===== src/verilog/cache_pkg.sv =====
package cache_pkg;

    // fixed widths of the processor and memory ports
    localparam int DATA_WIDTH   = 32;
    localparam int ADDRESS_BITS = 32;
    localparam int BYTE_LANES   = DATA_WIDTH / 8;

    typedef logic [DATA_WIDTH-1:0]   word_t;
    typedef logic [ADDRESS_BITS-1:0] addr_t;
    typedef logic [BYTE_LANES-1:0]   byte_en_t;
    typedef logic [3:0]              msg_t;

    // memory port message codes
    localparam msg_t NO_REQ   = 4'd0;
    localparam msg_t R_REQ    = 4'd1;
    localparam msg_t WB_REQ   = 4'd2;
    localparam msg_t FLUSH    = 4'd3;
    // memory done with the line for R_REQ
    localparam msg_t MEM_RESP = 4'd4;

    typedef enum logic [3:0] {
        RESET,
        IDLE,
        CACHE_ACCESS,
        WRITE_BACK,
        WB_WAIT,
        READ_STATE,
        WAIT,
        UPDATE,
        SRV_FLUSH_REQ,
        WAIT_FLUSH_REQ
    } ctrl_state_t;

endpackage


===== src/verilog/cache_array_if.sv =====
`timescale 1ns/100ps

interface cache_array_if
    import cache_pkg::*;
#(
    parameter int INDEX_BITS = 4
) ();

    localparam int TAG_BITS = ADDRESS_BITS - 2 - INDEX_BITS;

    // requests from the controller
    logic                  lookup;
    logic                  write_en;
    logic                  invalidate;
    logic [INDEX_BITS-1:0] index;
    logic [TAG_BITS-1:0]   tag;
    word_t                 wdata;
    logic                  dirty_in;

    // registered results of the last lookup
    word_t                 rdata;
    logic [TAG_BITS-1:0]   tag_out;
    logic                  hit;
    logic                  dirty_out;

    modport controller (
        output lookup, write_en, invalidate, index, tag, wdata, dirty_in,
        input  rdata, tag_out, hit, dirty_out
    );

    modport storage (
        input  lookup, write_en, invalidate, index, tag, wdata, dirty_in,
        output rdata, tag_out, hit, dirty_out
    );

endinterface


===== src/verilog/cache_arrays.sv =====
`timescale 1ns/100ps

module cache_arrays
    import cache_pkg::*;
#(
    parameter int INDEX_BITS = 4
) (
    input  logic           clock,
    input  logic           arst_n,
    cache_array_if.storage bus
);

    localparam int TAG_BITS = ADDRESS_BITS - 2 - INDEX_BITS;
    localparam int DEPTH    = 1 << INDEX_BITS;

    logic [DEPTH-1:0]    valid_bits;
    logic [DEPTH-1:0]    dirty_bits;
    logic [TAG_BITS-1:0] tag_mem [DEPTH];
    word_t               data_mem [DEPTH];

    logic                entry_valid;
    logic                tag_match;

    assign entry_valid = valid_bits[bus.index];
    assign tag_match   = (tag_mem[bus.index] == bus.tag);

    // valid bits also cleared directly by reset
    always_ff @(posedge clock or negedge arst_n) begin
        if (!arst_n) begin
            valid_bits <= '0;
        end else if (bus.invalidate) begin
            valid_bits[bus.index] <= 1'b0;
        end else if (bus.write_en) begin
            valid_bits[bus.index] <= 1'b1;
        end
    end

    always_ff @(posedge clock) begin
        if (bus.write_en) begin
            tag_mem[bus.index]    <= bus.tag;
            data_mem[bus.index]   <= bus.wdata;
            dirty_bits[bus.index] <= bus.dirty_in;
        end
    end

    // hit and dirty flags of the looked-up entry
    always_ff @(posedge clock or negedge arst_n) begin
        if (!arst_n) begin
            bus.hit       <= 1'b0;
            bus.dirty_out <= 1'b0;
        end else if (bus.lookup) begin
            bus.hit       <= entry_valid & tag_match;
            bus.dirty_out <= entry_valid & dirty_bits[bus.index];
        end
    end

    // stored line and tag kept for a possible write-back
    always_ff @(posedge clock) begin
        if (bus.lookup) begin
            bus.rdata   <= data_mem[bus.index];
            bus.tag_out <= tag_mem[bus.index];
        end
    end

endmodule


===== src/verilog/cache_controller.sv =====
`timescale 1ns/100ps

module cache_controller
    import cache_pkg::*;
#(
    parameter int INDEX_BITS = 4
) (
    input  logic              clock,
    input  logic              arst_n,
    input  logic              read,
    input  logic              write,
    input  logic              flush,
    input  addr_t             address,
    input  word_t             data_in,
    input  byte_en_t          byte_en,
    output logic              ready,
    output logic              valid,
    output word_t             data_out,
    output msg_t              cache2mem_msg,
    output addr_t             cache2mem_address,
    output word_t             cache2mem_data,
    input  msg_t              mem2cache_msg,
    input  word_t             mem2cache_data,
    cache_array_if.controller bus
);

    localparam int TAG_BITS = ADDRESS_BITS - 2 - INDEX_BITS;

    ctrl_state_t           state;
    logic [INDEX_BITS-1:0] reset_counter;

    // accepted request
    logic                  req_read;
    logic                  req_write;
    logic                  req_flush;
    addr_t                 req_address;
    word_t                 req_data;
    byte_en_t              req_byte_en;

    // entry found at the request index
    logic                  victim_dirty;
    logic [TAG_BITS-1:0]   victim_tag;
    word_t                 victim_data;
    word_t                 mem_word;

    logic                  one_request;
    logic                  accept;
    logic                  mem_resp;
    logic                  read_hit;
    logic [INDEX_BITS-1:0] address_index;
    logic [TAG_BITS-1:0]   address_tag;
    logic [INDEX_BITS-1:0] req_index;
    logic [TAG_BITS-1:0]   req_tag;
    addr_t                 req_line_address;
    word_t                 merge_base;

    assign address_index    = address[2 +: INDEX_BITS];
    assign address_tag      = address[ADDRESS_BITS-1 -: TAG_BITS];
    assign req_index        = req_address[2 +: INDEX_BITS];
    assign req_tag          = req_address[ADDRESS_BITS-1 -: TAG_BITS];
    assign req_line_address = {req_address[ADDRESS_BITS-1:2], 2'b00};

    assign one_request = (read & ~write & ~flush) | (~read & write & ~flush) |
                         (~read & ~write & flush);
    assign mem_resp    = (mem2cache_msg == MEM_RESP);

    // a read hit frees the port for the next request
    assign read_hit = (state == CACHE_ACCESS) & req_read & bus.hit;
    assign ready    = (state == IDLE) | read_hit;
    assign accept   = ready & one_request;

    assign valid    = read_hit | ((state == UPDATE) & req_read);
    assign data_out = !valid ? '0 : (state == UPDATE) ? mem_word : bus.rdata;

    always_ff @(posedge clock or negedge arst_n) begin
        if (!arst_n) begin
            state         <= RESET;
            reset_counter <= '0;
            req_read      <= 1'b0;
            req_write     <= 1'b0;
            req_flush     <= 1'b0;
            victim_dirty  <= 1'b0;
            cache2mem_msg <= NO_REQ;
        end else begin
            if (accept) begin
                req_read  <= read;
                req_write <= write;
                req_flush <= flush;
            end
            case (state)
                RESET: begin
                    reset_counter <= reset_counter + 1'b1;
                    if (&reset_counter) begin
                        state <= IDLE;
                    end
                end
                IDLE: begin
                    if (accept) begin
                        state <= CACHE_ACCESS;
                    end
                end
                CACHE_ACCESS: begin
                    victim_dirty <= bus.dirty_out;
                    if (req_flush) begin
                        state <= bus.hit ? SRV_FLUSH_REQ : IDLE;
                    end else if (bus.hit) begin
                        state <= accept ? CACHE_ACCESS : IDLE;
                    end else begin
                        state <= bus.dirty_out ? WRITE_BACK : READ_STATE;
                    end
                end
                WRITE_BACK: begin
                    cache2mem_msg <= WB_REQ;
                    state         <= WB_WAIT;
                end
                WB_WAIT: begin
                    if (mem_resp) begin
                        cache2mem_msg <= NO_REQ;
                        state         <= READ_STATE;
                    end
                end
                READ_STATE: begin
                    cache2mem_msg <= R_REQ;
                    state         <= WAIT;
                end
                WAIT: begin
                    if (mem_resp) begin
                        cache2mem_msg <= NO_REQ;
                        state         <= UPDATE;
                    end
                end
                UPDATE: begin
                    state <= IDLE;
                end
                SRV_FLUSH_REQ: begin
                    // clean lines are dropped here without a message
                    if (victim_dirty) begin
                        cache2mem_msg <= FLUSH;
                        state         <= WAIT_FLUSH_REQ;
                    end else begin
                        state <= IDLE;
                    end
                end
                WAIT_FLUSH_REQ: begin
                    if (mem_resp) begin
                        cache2mem_msg <= NO_REQ;
                        state         <= IDLE;
                    end
                end
                default: begin
                    state <= IDLE;
                end
            endcase
        end
    end

    always_ff @(posedge clock) begin
        if (accept) begin
            req_address <= address;
            req_data    <= data_in;
            req_byte_en <= byte_en;
        end
        if (state == CACHE_ACCESS) begin
            victim_tag  <= bus.tag_out;
            victim_data <= bus.rdata;
        end
        if ((state == WAIT) && mem_resp) begin
            mem_word <= mem2cache_data;
        end
        // address and data held with the message until MEM_RESP
        if (state == WRITE_BACK) begin
            cache2mem_address <= {victim_tag, req_index, 2'b00};
            cache2mem_data    <= victim_data;
        end else if (state == READ_STATE) begin
            cache2mem_address <= req_line_address;
            cache2mem_data    <= '0;
        end else if ((state == SRV_FLUSH_REQ) && victim_dirty) begin
            cache2mem_address <= req_line_address;
            cache2mem_data    <= victim_data;
        end
    end

    assign bus.lookup     = accept;
    assign bus.write_en   = ((state == CACHE_ACCESS) & req_write & bus.hit) |
                            (state == UPDATE);
    assign bus.invalidate = (state == RESET) |
                            ((state == SRV_FLUSH_REQ) & ~victim_dirty) |
                            ((state == WAIT_FLUSH_REQ) & mem_resp);
    assign bus.dirty_in   = req_write;

    assign bus.index = (state == RESET) ? reset_counter :
                       accept ? address_index : req_index;
    assign bus.tag   = accept ? address_tag : req_tag;

    // write data merged over the stored or fetched word
    assign merge_base = (state == UPDATE) ? mem_word : bus.rdata;

    always_comb begin
        bus.wdata = merge_base;
        for (int i = 0; i < BYTE_LANES; i++) begin
            if (req_write && req_byte_en[i]) begin
                bus.wdata[8*i +: 8] = req_data[8*i +: 8];
            end
        end
    end

endmodule


===== src/verilog/l1_cache.sv =====
`timescale 1ns/100ps

module l1_cache
    import cache_pkg::*;
#(
    parameter int INDEX_BITS = 4
) (
    input  logic     clock,
    input  logic     arst_n,
    input  logic     read,
    input  logic     write,
    input  logic     flush,
    input  addr_t    address,
    input  word_t    data_in,
    input  byte_en_t byte_en,
    input  msg_t     mem2cache_msg,
    input  word_t    mem2cache_data,
    output logic     ready,
    output logic     valid,
    output word_t    data_out,
    output msg_t     cache2mem_msg,
    output addr_t    cache2mem_address,
    output word_t    cache2mem_data
);

    cache_array_if #(
        .INDEX_BITS(INDEX_BITS)
    ) array_bus ();

    cache_controller #(
        .INDEX_BITS(INDEX_BITS)
    ) controller_inst (
        .clock             (clock),
        .arst_n            (arst_n),
        .read              (read),
        .write             (write),
        .flush             (flush),
        .address           (address),
        .data_in           (data_in),
        .byte_en           (byte_en),
        .ready             (ready),
        .valid             (valid),
        .data_out          (data_out),
        .cache2mem_msg     (cache2mem_msg),
        .cache2mem_address (cache2mem_address),
        .cache2mem_data    (cache2mem_data),
        .mem2cache_msg     (mem2cache_msg),
        .mem2cache_data    (mem2cache_data),
        .bus               (array_bus.controller)
    );

    // tag, data and status storage
    cache_arrays #(
        .INDEX_BITS(INDEX_BITS)
    ) arrays_inst (
        .clock  (clock),
        .arst_n (arst_n),
        .bus    (array_bus.storage)
    );

endmodule


===== config.mk =====
export PLATFORM = sky130hd
export DESIGN_NAME = l1_cache
export DESIGN_NICKNAME = d
export VERILOG_FILES = /design/src/verilog/cache_pkg.sv /design/src/verilog/cache_array_if.sv /design/src/verilog/cache_arrays.sv /design/src/verilog/cache_controller.sv /design/src/verilog/l1_cache.sv
export SDC_FILE = /design/constraint.sdc
export NUM_CORES = 1
export LEC_CHECK = 0
export CAP_MARGIN = 0
export CORE_MARGIN = 2
export CORE_UTILIZATION = 43
export CTS_CLUSTER_DIAMETER = 80
export DETAILED_ROUTE_END_ITERATION = 7
export DONT_BUFFER_PORTS = 1
export GPL_TIMING_DRIVEN = 0
export HOLD_SLACK_MARGIN = 0.02
export PLACE_DENSITY = 0.57
export SLEW_MARGIN = 30
export SYNTH_ARGS = -nofsm -noshare
export SYNTH_HDL_FRONTEND = slang
export SYNTH_SLANG_ARGS = --single-unit

===== constraint.sdc =====
create_clock -name clock -period 17 [get_ports clock]
set_input_delay 1.7 -clock clock [delete_from_list [all_inputs] [get_ports clock]]
set_output_delay 1.7 -clock clock [all_outputs]
set_load 0.02 [all_outputs]

==> results.md, run 1 <==
- WP data required: ~17 ns
- Die width: ~350 µm
- Fin crit period: just under 7 ns
- Leakage: 20.4 nW
- Vias: approximately 33000
- Hold Crit Start: arrays_inst.bus.tag_out[19]
- Syn Std Cell Area: about 0.05 mm²
- Clock transition at path regs: ~0.060 ns
- CP max stage delay: about 0.69 ns
- Min-Delay Path Depth: 0
- WL per Instance: between 20 and 30 µm
- Routed Antenna Nets: 0
- Max Fclk: roughly 150 MHz
- Worst r2r src: arrays_inst.bus.hit
- Area growth syn-to-layout: 17.8%
- CTS root buf: clkbuf_16
- GR peak layer: met2
- CTS resizes: 0
- Final setup margin: approximately 10 ns
- CP arrival: 7.22 ns
- Core Region: 0.116 mm²
- Synth top area share: 0.731
- DRC viols: 0
- Layout cells sized above 1: 0.131
- Dpl ws: 9.56 ns
- Via density: just under 6
- Final Hold Fails: 0
- DIE AREA: ~0.12 mm²
- Worst IR Drop VDD: 122 µV
- Ys flop type: edfxtp_1
- Worst Hold Class: reg2reg
- Pwr per Cell Area: roughly 190 mW/mm²
- Cts-stage hold buffer count: 0
- Clock network power share: 0.267
- Synthesis-stage register bit count: between 1000 and 1500
- Most frequent cells after synthesis: edfxtp_1 (1220), nand2_1 (841), nand3_1 (406)
- CP dominant cell by count: buf_2
- Met3 global-route usage: 0.0495
- Largest net degree at the start of global routing: 43
- Number of synthesized flops with an enable pin: between 1000 and 1500
- Internal power: ~6.7 mW
- CTS Buffer Depth: 3
- First-pass GRT wire length: between 200000 and 250000 µm
- Setup CP Type: in2reg
- Clk_lat worst skew: roughly 0.77 ns
- Total CTS buffers: between 100 and 150
- Yosys cell types: between 70 and 80
- CP cell instances: o21ai_0 -> o21ai_1 -> nor4_2 -> or3_1 -> buf_2 -> buf_2 -> buf_2 -> buf_2 -> buf_1 -> nand2_1 -> nor2_4 -> buf_16 -> buf_16 -> buf_16
- Clk_skew: between 0.03 and 0.04 ns
- Final Max Slew Viols: 0
- Synth area leader: edfxtp_1
- Crit-path max FO: 13
- Number of clock sinks: between 1000 and 1500
- Setup violations, final: 0
- Most frequent cell after synthesis: edfxtp_1
- Yosys warning total: 0
- Hold endpoint: controller_inst.victim_tag[19]
- Fill cells: about 9600
- Switching Power: 4.47 mW
- Buffers on Ports: 0
- Synth top area cells: edfxtp_1 (73%), nand2_1 (6.3%), nand3_1 (4.1%)
- Antenna violations before repair: 11
- Post-CTS setup buffer count: 0
- Ys async rst share: 0.0256
- Worst r2r path cells: 15
- RSZ-0062 raised after global routing: no
- Met1 Use GR: 0.382
- Num ports: 211
- Startpoint Class: primary input
- CTS H-Tree Depth: 4
- HPWL Detailed: roughly 110000 µm
- Combinational share of power: 0.377
- Least-Margin Pin Slew: between 1 and 1.5 ns
- GPL Wtd Cong: 0.914
- CTS tree: done
- DRT iter0 DRCs: roughly 4600
- Vias in the first global route: between 30000 and 40000
- Final Non-Filler Cells: approximately 5500
- Nets: between 3000 and 4000
- Die Ht: approximately 350 µm
- Seq/Total Area, Yosys: 0.747
- R2r setup slk: 10.49 ns
- Final wirelength: between 150000 and 200000 µm
- Cells after Synth: 3628
- Placed insts: ~5300
- Crit path from: read
- # rows: 125
- Max-cap violation count: 0
- Fin crit share: 0.398
- 1st-pass router iterations: 6
- Remaining Overflow, GRT: 0
- Status: completed
- Met2 usage: 0.397
- CP endpoint kind: flip-flop
- Sw frac: 0.400
- All-Layer GR Usage: 0.262
- Initial cell density of the core: 0.432
- Mean post-synth cell area: about 14 µm²
- Reg2reg end: arrays_inst.data_mem[14][10]
- Slowest-stage cell, CP: nor2_4
- Flop pwr share: 0.356
- Relative slew slack: 0.282
[logic make-up after synthesis]
logic type	synth area share
mux	0.0354
buf+inv	0.0224
xor+xnor	0.00752
other cells	0.0000748
flops	0.747
fa+ha+maj	0.000250
compound gates	0.0532
simple gates	0.134
[flip-flops by register name, indices dropped and copies added, names as in the netlist, named ones only]
name                               cells
arrays_inst.bus.dirty_out              1
arrays_inst.bus.hit                    1
arrays_inst.bus.rdata                 32
arrays_inst.bus.tag_out               26
arrays_inst.data_mem                 512
arrays_inst.dirty_bits                16
arrays_inst.tag_mem                  416
controller_inst.bus.dirty_in           1
controller_inst.cache2mem_address     30
controller_inst.cache2mem_data        32
controller_inst.cache2mem_msg          2
controller_inst.mem_word              32
controller_inst.req_address           30
controller_inst.req_byte_en            4
controller_inst.req_data              32
controller_inst.req_flush              1
controller_inst.req_read               1
controller_inst.reset_counter          4
controller_inst.state                  4
controller_inst.victim_data           32
controller_inst.victim_dirty           1
controller_inst.victim_tag            26
[how the worst max path moves through the flow]
stage,end,slack [ns],cells after the start
2_1_floorplan,arrays_inst.data_mem[8][0],6.22,6
3_3_place_gp,arrays_inst.data_mem[11][9],-4.85,6
3_5_place_dp,arrays_inst.data_mem[14][9],9.56,14
4_1_cts,arrays_inst.data_mem[14][10],10.35,14
5_1_grt,arrays_inst.data_mem[14][10],10.03,14
6_report,arrays_inst.data_mem[14][10],10.23,14
[power groups by stage]
| stage | Clock, mW | Combinational (mW) | Sequential, mW |
|---|---|---|---|
| after floorplan | 0 | 2.36 | 4.03 |
| after global placement | 0 | 3.99 | 4.10 |
| after detailed placement | 0 | 4.12 | 4.05 |
| after CTS | 3.01 | 4.14 | 3.99 |
| after global routing | 3.13 | 4.45 | 4.00 |
| final | 2.99 | 4.22 | 3.98 |
[metrics by stage]
stage / setup TNS (ns) / utilization / power [mW] / hold WS (ns) / area [µm²]
final: 0 / 0.509 / 11.2 / 0.414 / 59000
after global routing: 0 / 0.509 / 11.6 / 0.420 / 59000
after CTS: 0 / 0.509 / 11.1 / 0.417 / 59000
after detailed placement: 0 / 0.470 / 8.17 / 0.405 / 54500
after global placement: -4369.14 / 0.449 / 8.08 / 0.401 / 52000
after floorplan: 0 / - / 6.39 / 0.400 / 50100
[final cells by class]
cell class                 instances  area [µm²]  area share
buffer                           224        1040      0.0176
sequential                      1252       37400       0.634
multi-input combinational       2129       11900       0.201
timing repair buffer             110        2200      0.0372
clock buffer                     165        3620      0.0613
clock inverter                    80         847      0.0143
tap                             1524        1910      0.0323
inverter                          26        97.6     0.00165
antenna                            6        15.0    0.000254
[layout by cell type, fill, tap and decap left out, types with 63 or more instances in the layout]
cell / instances
edfxtp_1: 1220
mux2i_1: 140
buf_16: 63
nand3_1: 406
nand2_1: 841
buf_2: 94
clkbuf_1: 106
nor2_1: 115
a21oi_1: 69
clkbuf_16: 141
[metal layers]
layer	wire, µm	up-vias
met5	40	-
met3	15900	318
li1	-	14000
met4	5020	6
met1	66600	16600
met2	70800	1835
[critical path, delay by kind of cell]
kind / cells / cell delay, ns
AO/OA/AOI/OAI: 2 / 0.53
buffers and inverters: 8 / 2.84
AND/OR/NAND/NOR: 4 / 2.09
No activity file was read; power rests on OpenSTA's default activity.
==> run 2, diff against run 1 <==
--- a/config.mk
+++ b/config.mk
@@ -5,6 +5,7 @@
 export SDC_FILE = /design/constraint.sdc
 export NUM_CORES = 1
 export LEC_CHECK = 0
+export ABC_AREA = 1
 export CAP_MARGIN = 0
 export CORE_MARGIN = 2
 export CORE_UTILIZATION = 43
==> constraint.sdc (replaced) <==
create_clock -name clock -period 7.1 [get_ports clock]
set_input_delay 0.71 -clock clock [delete_from_list [all_inputs] [get_ports clock]]
set_output_delay 0.71 -clock clock [all_outputs]
set_load 0.02 [all_outputs]
==> results.md, run 2 <==
- Switching Power: 10.2 mW
- Status: completed
- Fin crit share: 0.712
- Clock network power share: 0.261
- R2r setup slk: around 2.0 ns
- Internal power: around 16 mW
- Vias: about 32000
- WL per Instance: 24.8 µm
- Ys async rst share: 0.0256
- Vias in the first global route: around 31000
- Syn Std Cell Area: 0.0500 mm²
- CP cell instances: nor2_4 -> nand3_1 -> nand2_2 -> nand2_4 -> inv_2 -> nand2_1 -> nand3_1 -> o21ai_0 -> nor2_1 -> buf_2 -> inv_1 -> clkbuf_1 -> buf_1 -> nor3_2 -> buf_6 -> buf_4 -> buf_4 -> buf_4
- Fill cells: between 10000 and 15000
- Most flop-heavy register: arrays_inst.data_mem
- Fin crit period: approximately 5 ns
- Worst r2r path cells: 18
- Final Hold Fails: 0
- CP dominant cell by count: buf_4
- All-Layer GR Usage: 0.246
- Synth top area share: 0.733
- Slowest-stage cell, CP: nor3_2
- GPL Wtd Cong: 0.823
- Synthesis-stage register bit count: between 1000 and 1500
- First-pass GRT wire length: roughly 210000 µm
- Setup CP Type: reg2reg
- CTS tree: done
- Crit path from: controller_inst.state[3]
- Most frequent cells after synthesis: edfxtp_1 (1220), nand2_1 (1080), inv_1 (342)
- Largest net degree at the start of global routing: 44
- Reg2reg end: arrays_inst.data_mem[5][16]
- Relative slew slack: 0.298
- Pwr per Cell Area: about 450 mW/mm²
- Startpoint Class: flip-flop
- CP max stage delay: roughly 0.75 ns
- Number of clock sinks: 1252
- DRC viols: 0
- Remaining Overflow, GRT: 0
- Hold Crit Start: address[22]
- CTS root buf: clkbuf_16
- Seq/Total Area, Yosys: 0.749
- CP endpoint kind: flip-flop
- Total CTS buffers: approximately 140
- Post-CTS setup buffer count: 0
- Power Total: 26.2 mW
- CP arrival: 5.50 ns
- Synth top area cells: edfxtp_1 (73%), nand2_1 (8.1%), a22oi_1 (3.8%)
- Antenna violations before repair: 1
- Clock transition at path regs: roughly 0.060 ns
- HPWL Detailed: ~94000 µm
- Die Ht: approximately 340 µm
- Crit-path max FO: 10
- Routed Antenna Nets: 0
- Max-cap violation count: 0
- Least-Margin Pin Slew: roughly 1.0 ns
- Hold endpoint: controller_inst.req_address[22]
- Yosys warning total: 0
- Leakage: around 22 nW
- Flop pwr share: 0.392
- Final core occ: 0.505
- Worst Path Buf+Inv: 9
- Worst Hold Class: in2reg
- RSZ-0062 raised after global routing: no
- Synth area leader: edfxtp_1
- Cells after Synth: 3930
- Min-Delay Path Depth: 0
- Nets: between 4000 and 5000
- Area growth syn-to-layout: 17.0%
- Core Region: between 0.1 and 0.15 mm²
- Most common cell after layout, fill and taps aside: edfxtp_1
- Sw frac: 0.389
- Worst IR Drop VDD: slightly above 300 µV
- CP delay by family, top: buffers and inverters
- Via density: 5.40
- Most frequent cell after synthesis: edfxtp_1
- Clk_lat worst skew: 0.77 ns
- Final wirelength: 146000 µm
- Biggest regs: arrays_inst.data_mem (512), arrays_inst.tag_mem (416)
- DIE AREA: roughly 0.12 mm²
- Ys flop type: edfxtp_1
- Layout cells sized above 1: 0.106
- Clk_skew: ~0.029 ns
- Cts-stage hold buffer count: around 90
- 1st-pass router iterations: 7
- CTS H-Tree Depth: 4
- Buffers on Ports: 0
- CTS Buffer Depth: 3
- Max Fclk: a little under 200 MHz
- Initial cell density of the core: 0.432
- WP data required: 7.55 ns
- Yosys cell types: 44
- Num ports: 211
- CTS resizes: 0
- Setup violations, final: 0
- Combinational share of power: 0.347
- Final Max Slew Viols: 0
- # rows: about 130
- Most frequent cells in the layout: edfxtp_1 (1220), nand2_1 (1079), inv_1 (331)
- Mean post-synth cell area: ~13 µm²
- DRT iter0 DRCs: ~3200
- Worst Hold Slack: approximately 0.055 ns
- Worst r2r src: controller_inst.state[3]
- Die width: approximately 340 µm
- Number of synthesized flops with an enable pin: between 1000 and 1500
- Max FFs per register: ~510
run 2: changes by cell type after synthesis, moves of 33 or more:
cell	delta
nand3_1	-352
nor2b_1	-35
a22oi_1	+247
xnor2_1	-40
o21ai_1	+65
and3_1	-59
nand2_1	+239
a311oi_1	-38
inv_1	+317
o21ai_0	+76
mux2i_1	-140
mux2_2	-33
nand3b_1	+97
run 2: power groups by stage:
stage | clock (mW) | combinational (mW) | sequential (mW)
finish | 6.84 | 9.10 | 10.3
CTS | 6.91 | 9.10 | 10.3
detailed placement | 0 | 9.01 | 10.4
global route | 7.22 | 9.90 | 10.4
floorplan | 0 | 5.22 | 10.4
global placement | 0 | 8.73 | 10.6
run 2: layout make-up:
cell class                 instances  area, µm²  share of cell area
buffer                           197        951              0.0163
clock inverter                    66        598              0.0102
tap                             1524       1910              0.0326
multi-input combinational       2127      10500               0.180
timing repair buffer             181       1970              0.0336
clock buffer                     178       3690              0.0630
inverter                         357       1400              0.0239
antenna                            4       10.0            0.000171
sequential                      1252      37400               0.640
run 2: worst register-to-register path: stages (launching register included):
cell	delay, ns
dfrtp_1	0.46
nor2_4	0.18
nand3_1	0.13
nand2_2	0.20
nand2_4	0.13
inv_2	0.14
nand2_1	0.06
nand3_1	0.07
o21ai_0	0.30
nor2_1	0.23
buf_2	0.40
inv_1	0.12
clkbuf_1	0.25
buf_1	0.48
nor3_2	0.76
buf_6	0.24
buf_4	0.21
buf_4	0.21
buf_4	0.20
run 2: worst max path at each step:
stage | to | slack [ns] | cells after the start
6_report | arrays_inst.data_mem[5][16] | 2.05 | 18
5_1_grt | arrays_inst.data_mem[5][16] | 1.76 | 18
4_1_cts | arrays_inst.data_mem[5][16] | 1.83 | 18
3_5_place_dp | arrays_inst.data_mem[5][15] | 1.66 | 18
3_3_place_gp | arrays_inst.data_mem[7][15] | -7.72 | 6
2_1_floorplan | arrays_inst.data_mem[5][0] | 0.28 | 14
run 2: per-stage QoR:
step / worst slack (ns) / std cells / TNS [ns] / area, µm²
floorplan: 0.276 / 3933 / 0 / 50000
global placement: -7.72 / 5457 / -3071.54 / 51900
detailed placement: 1.66 / 5545 / 0 / 53300
CTS: 1.83 / 5881 / 0 / 58500
global route: 1.76 / 5882 / 0 / 58500
finish: 2.05 / 5886 / 0 / 58500
run 2: cells by family after synthesis:
family          synth area share
simple gates               0.128
flops                      0.749
fa+ha+maj               0.000250
compound gates            0.0765
xor+xnor                0.000350
buf+inv                   0.0457
other cells            0.0000750
run 2: layer usage:
layer	vias to the layer above	wire [µm]	track usage
met1	15800	60800	0.337
met4	0	4040	0.0766
met3	261	11200	0.0411
li1	14500	-	-
met2	1277	69800	0.401
met5	-	0	0
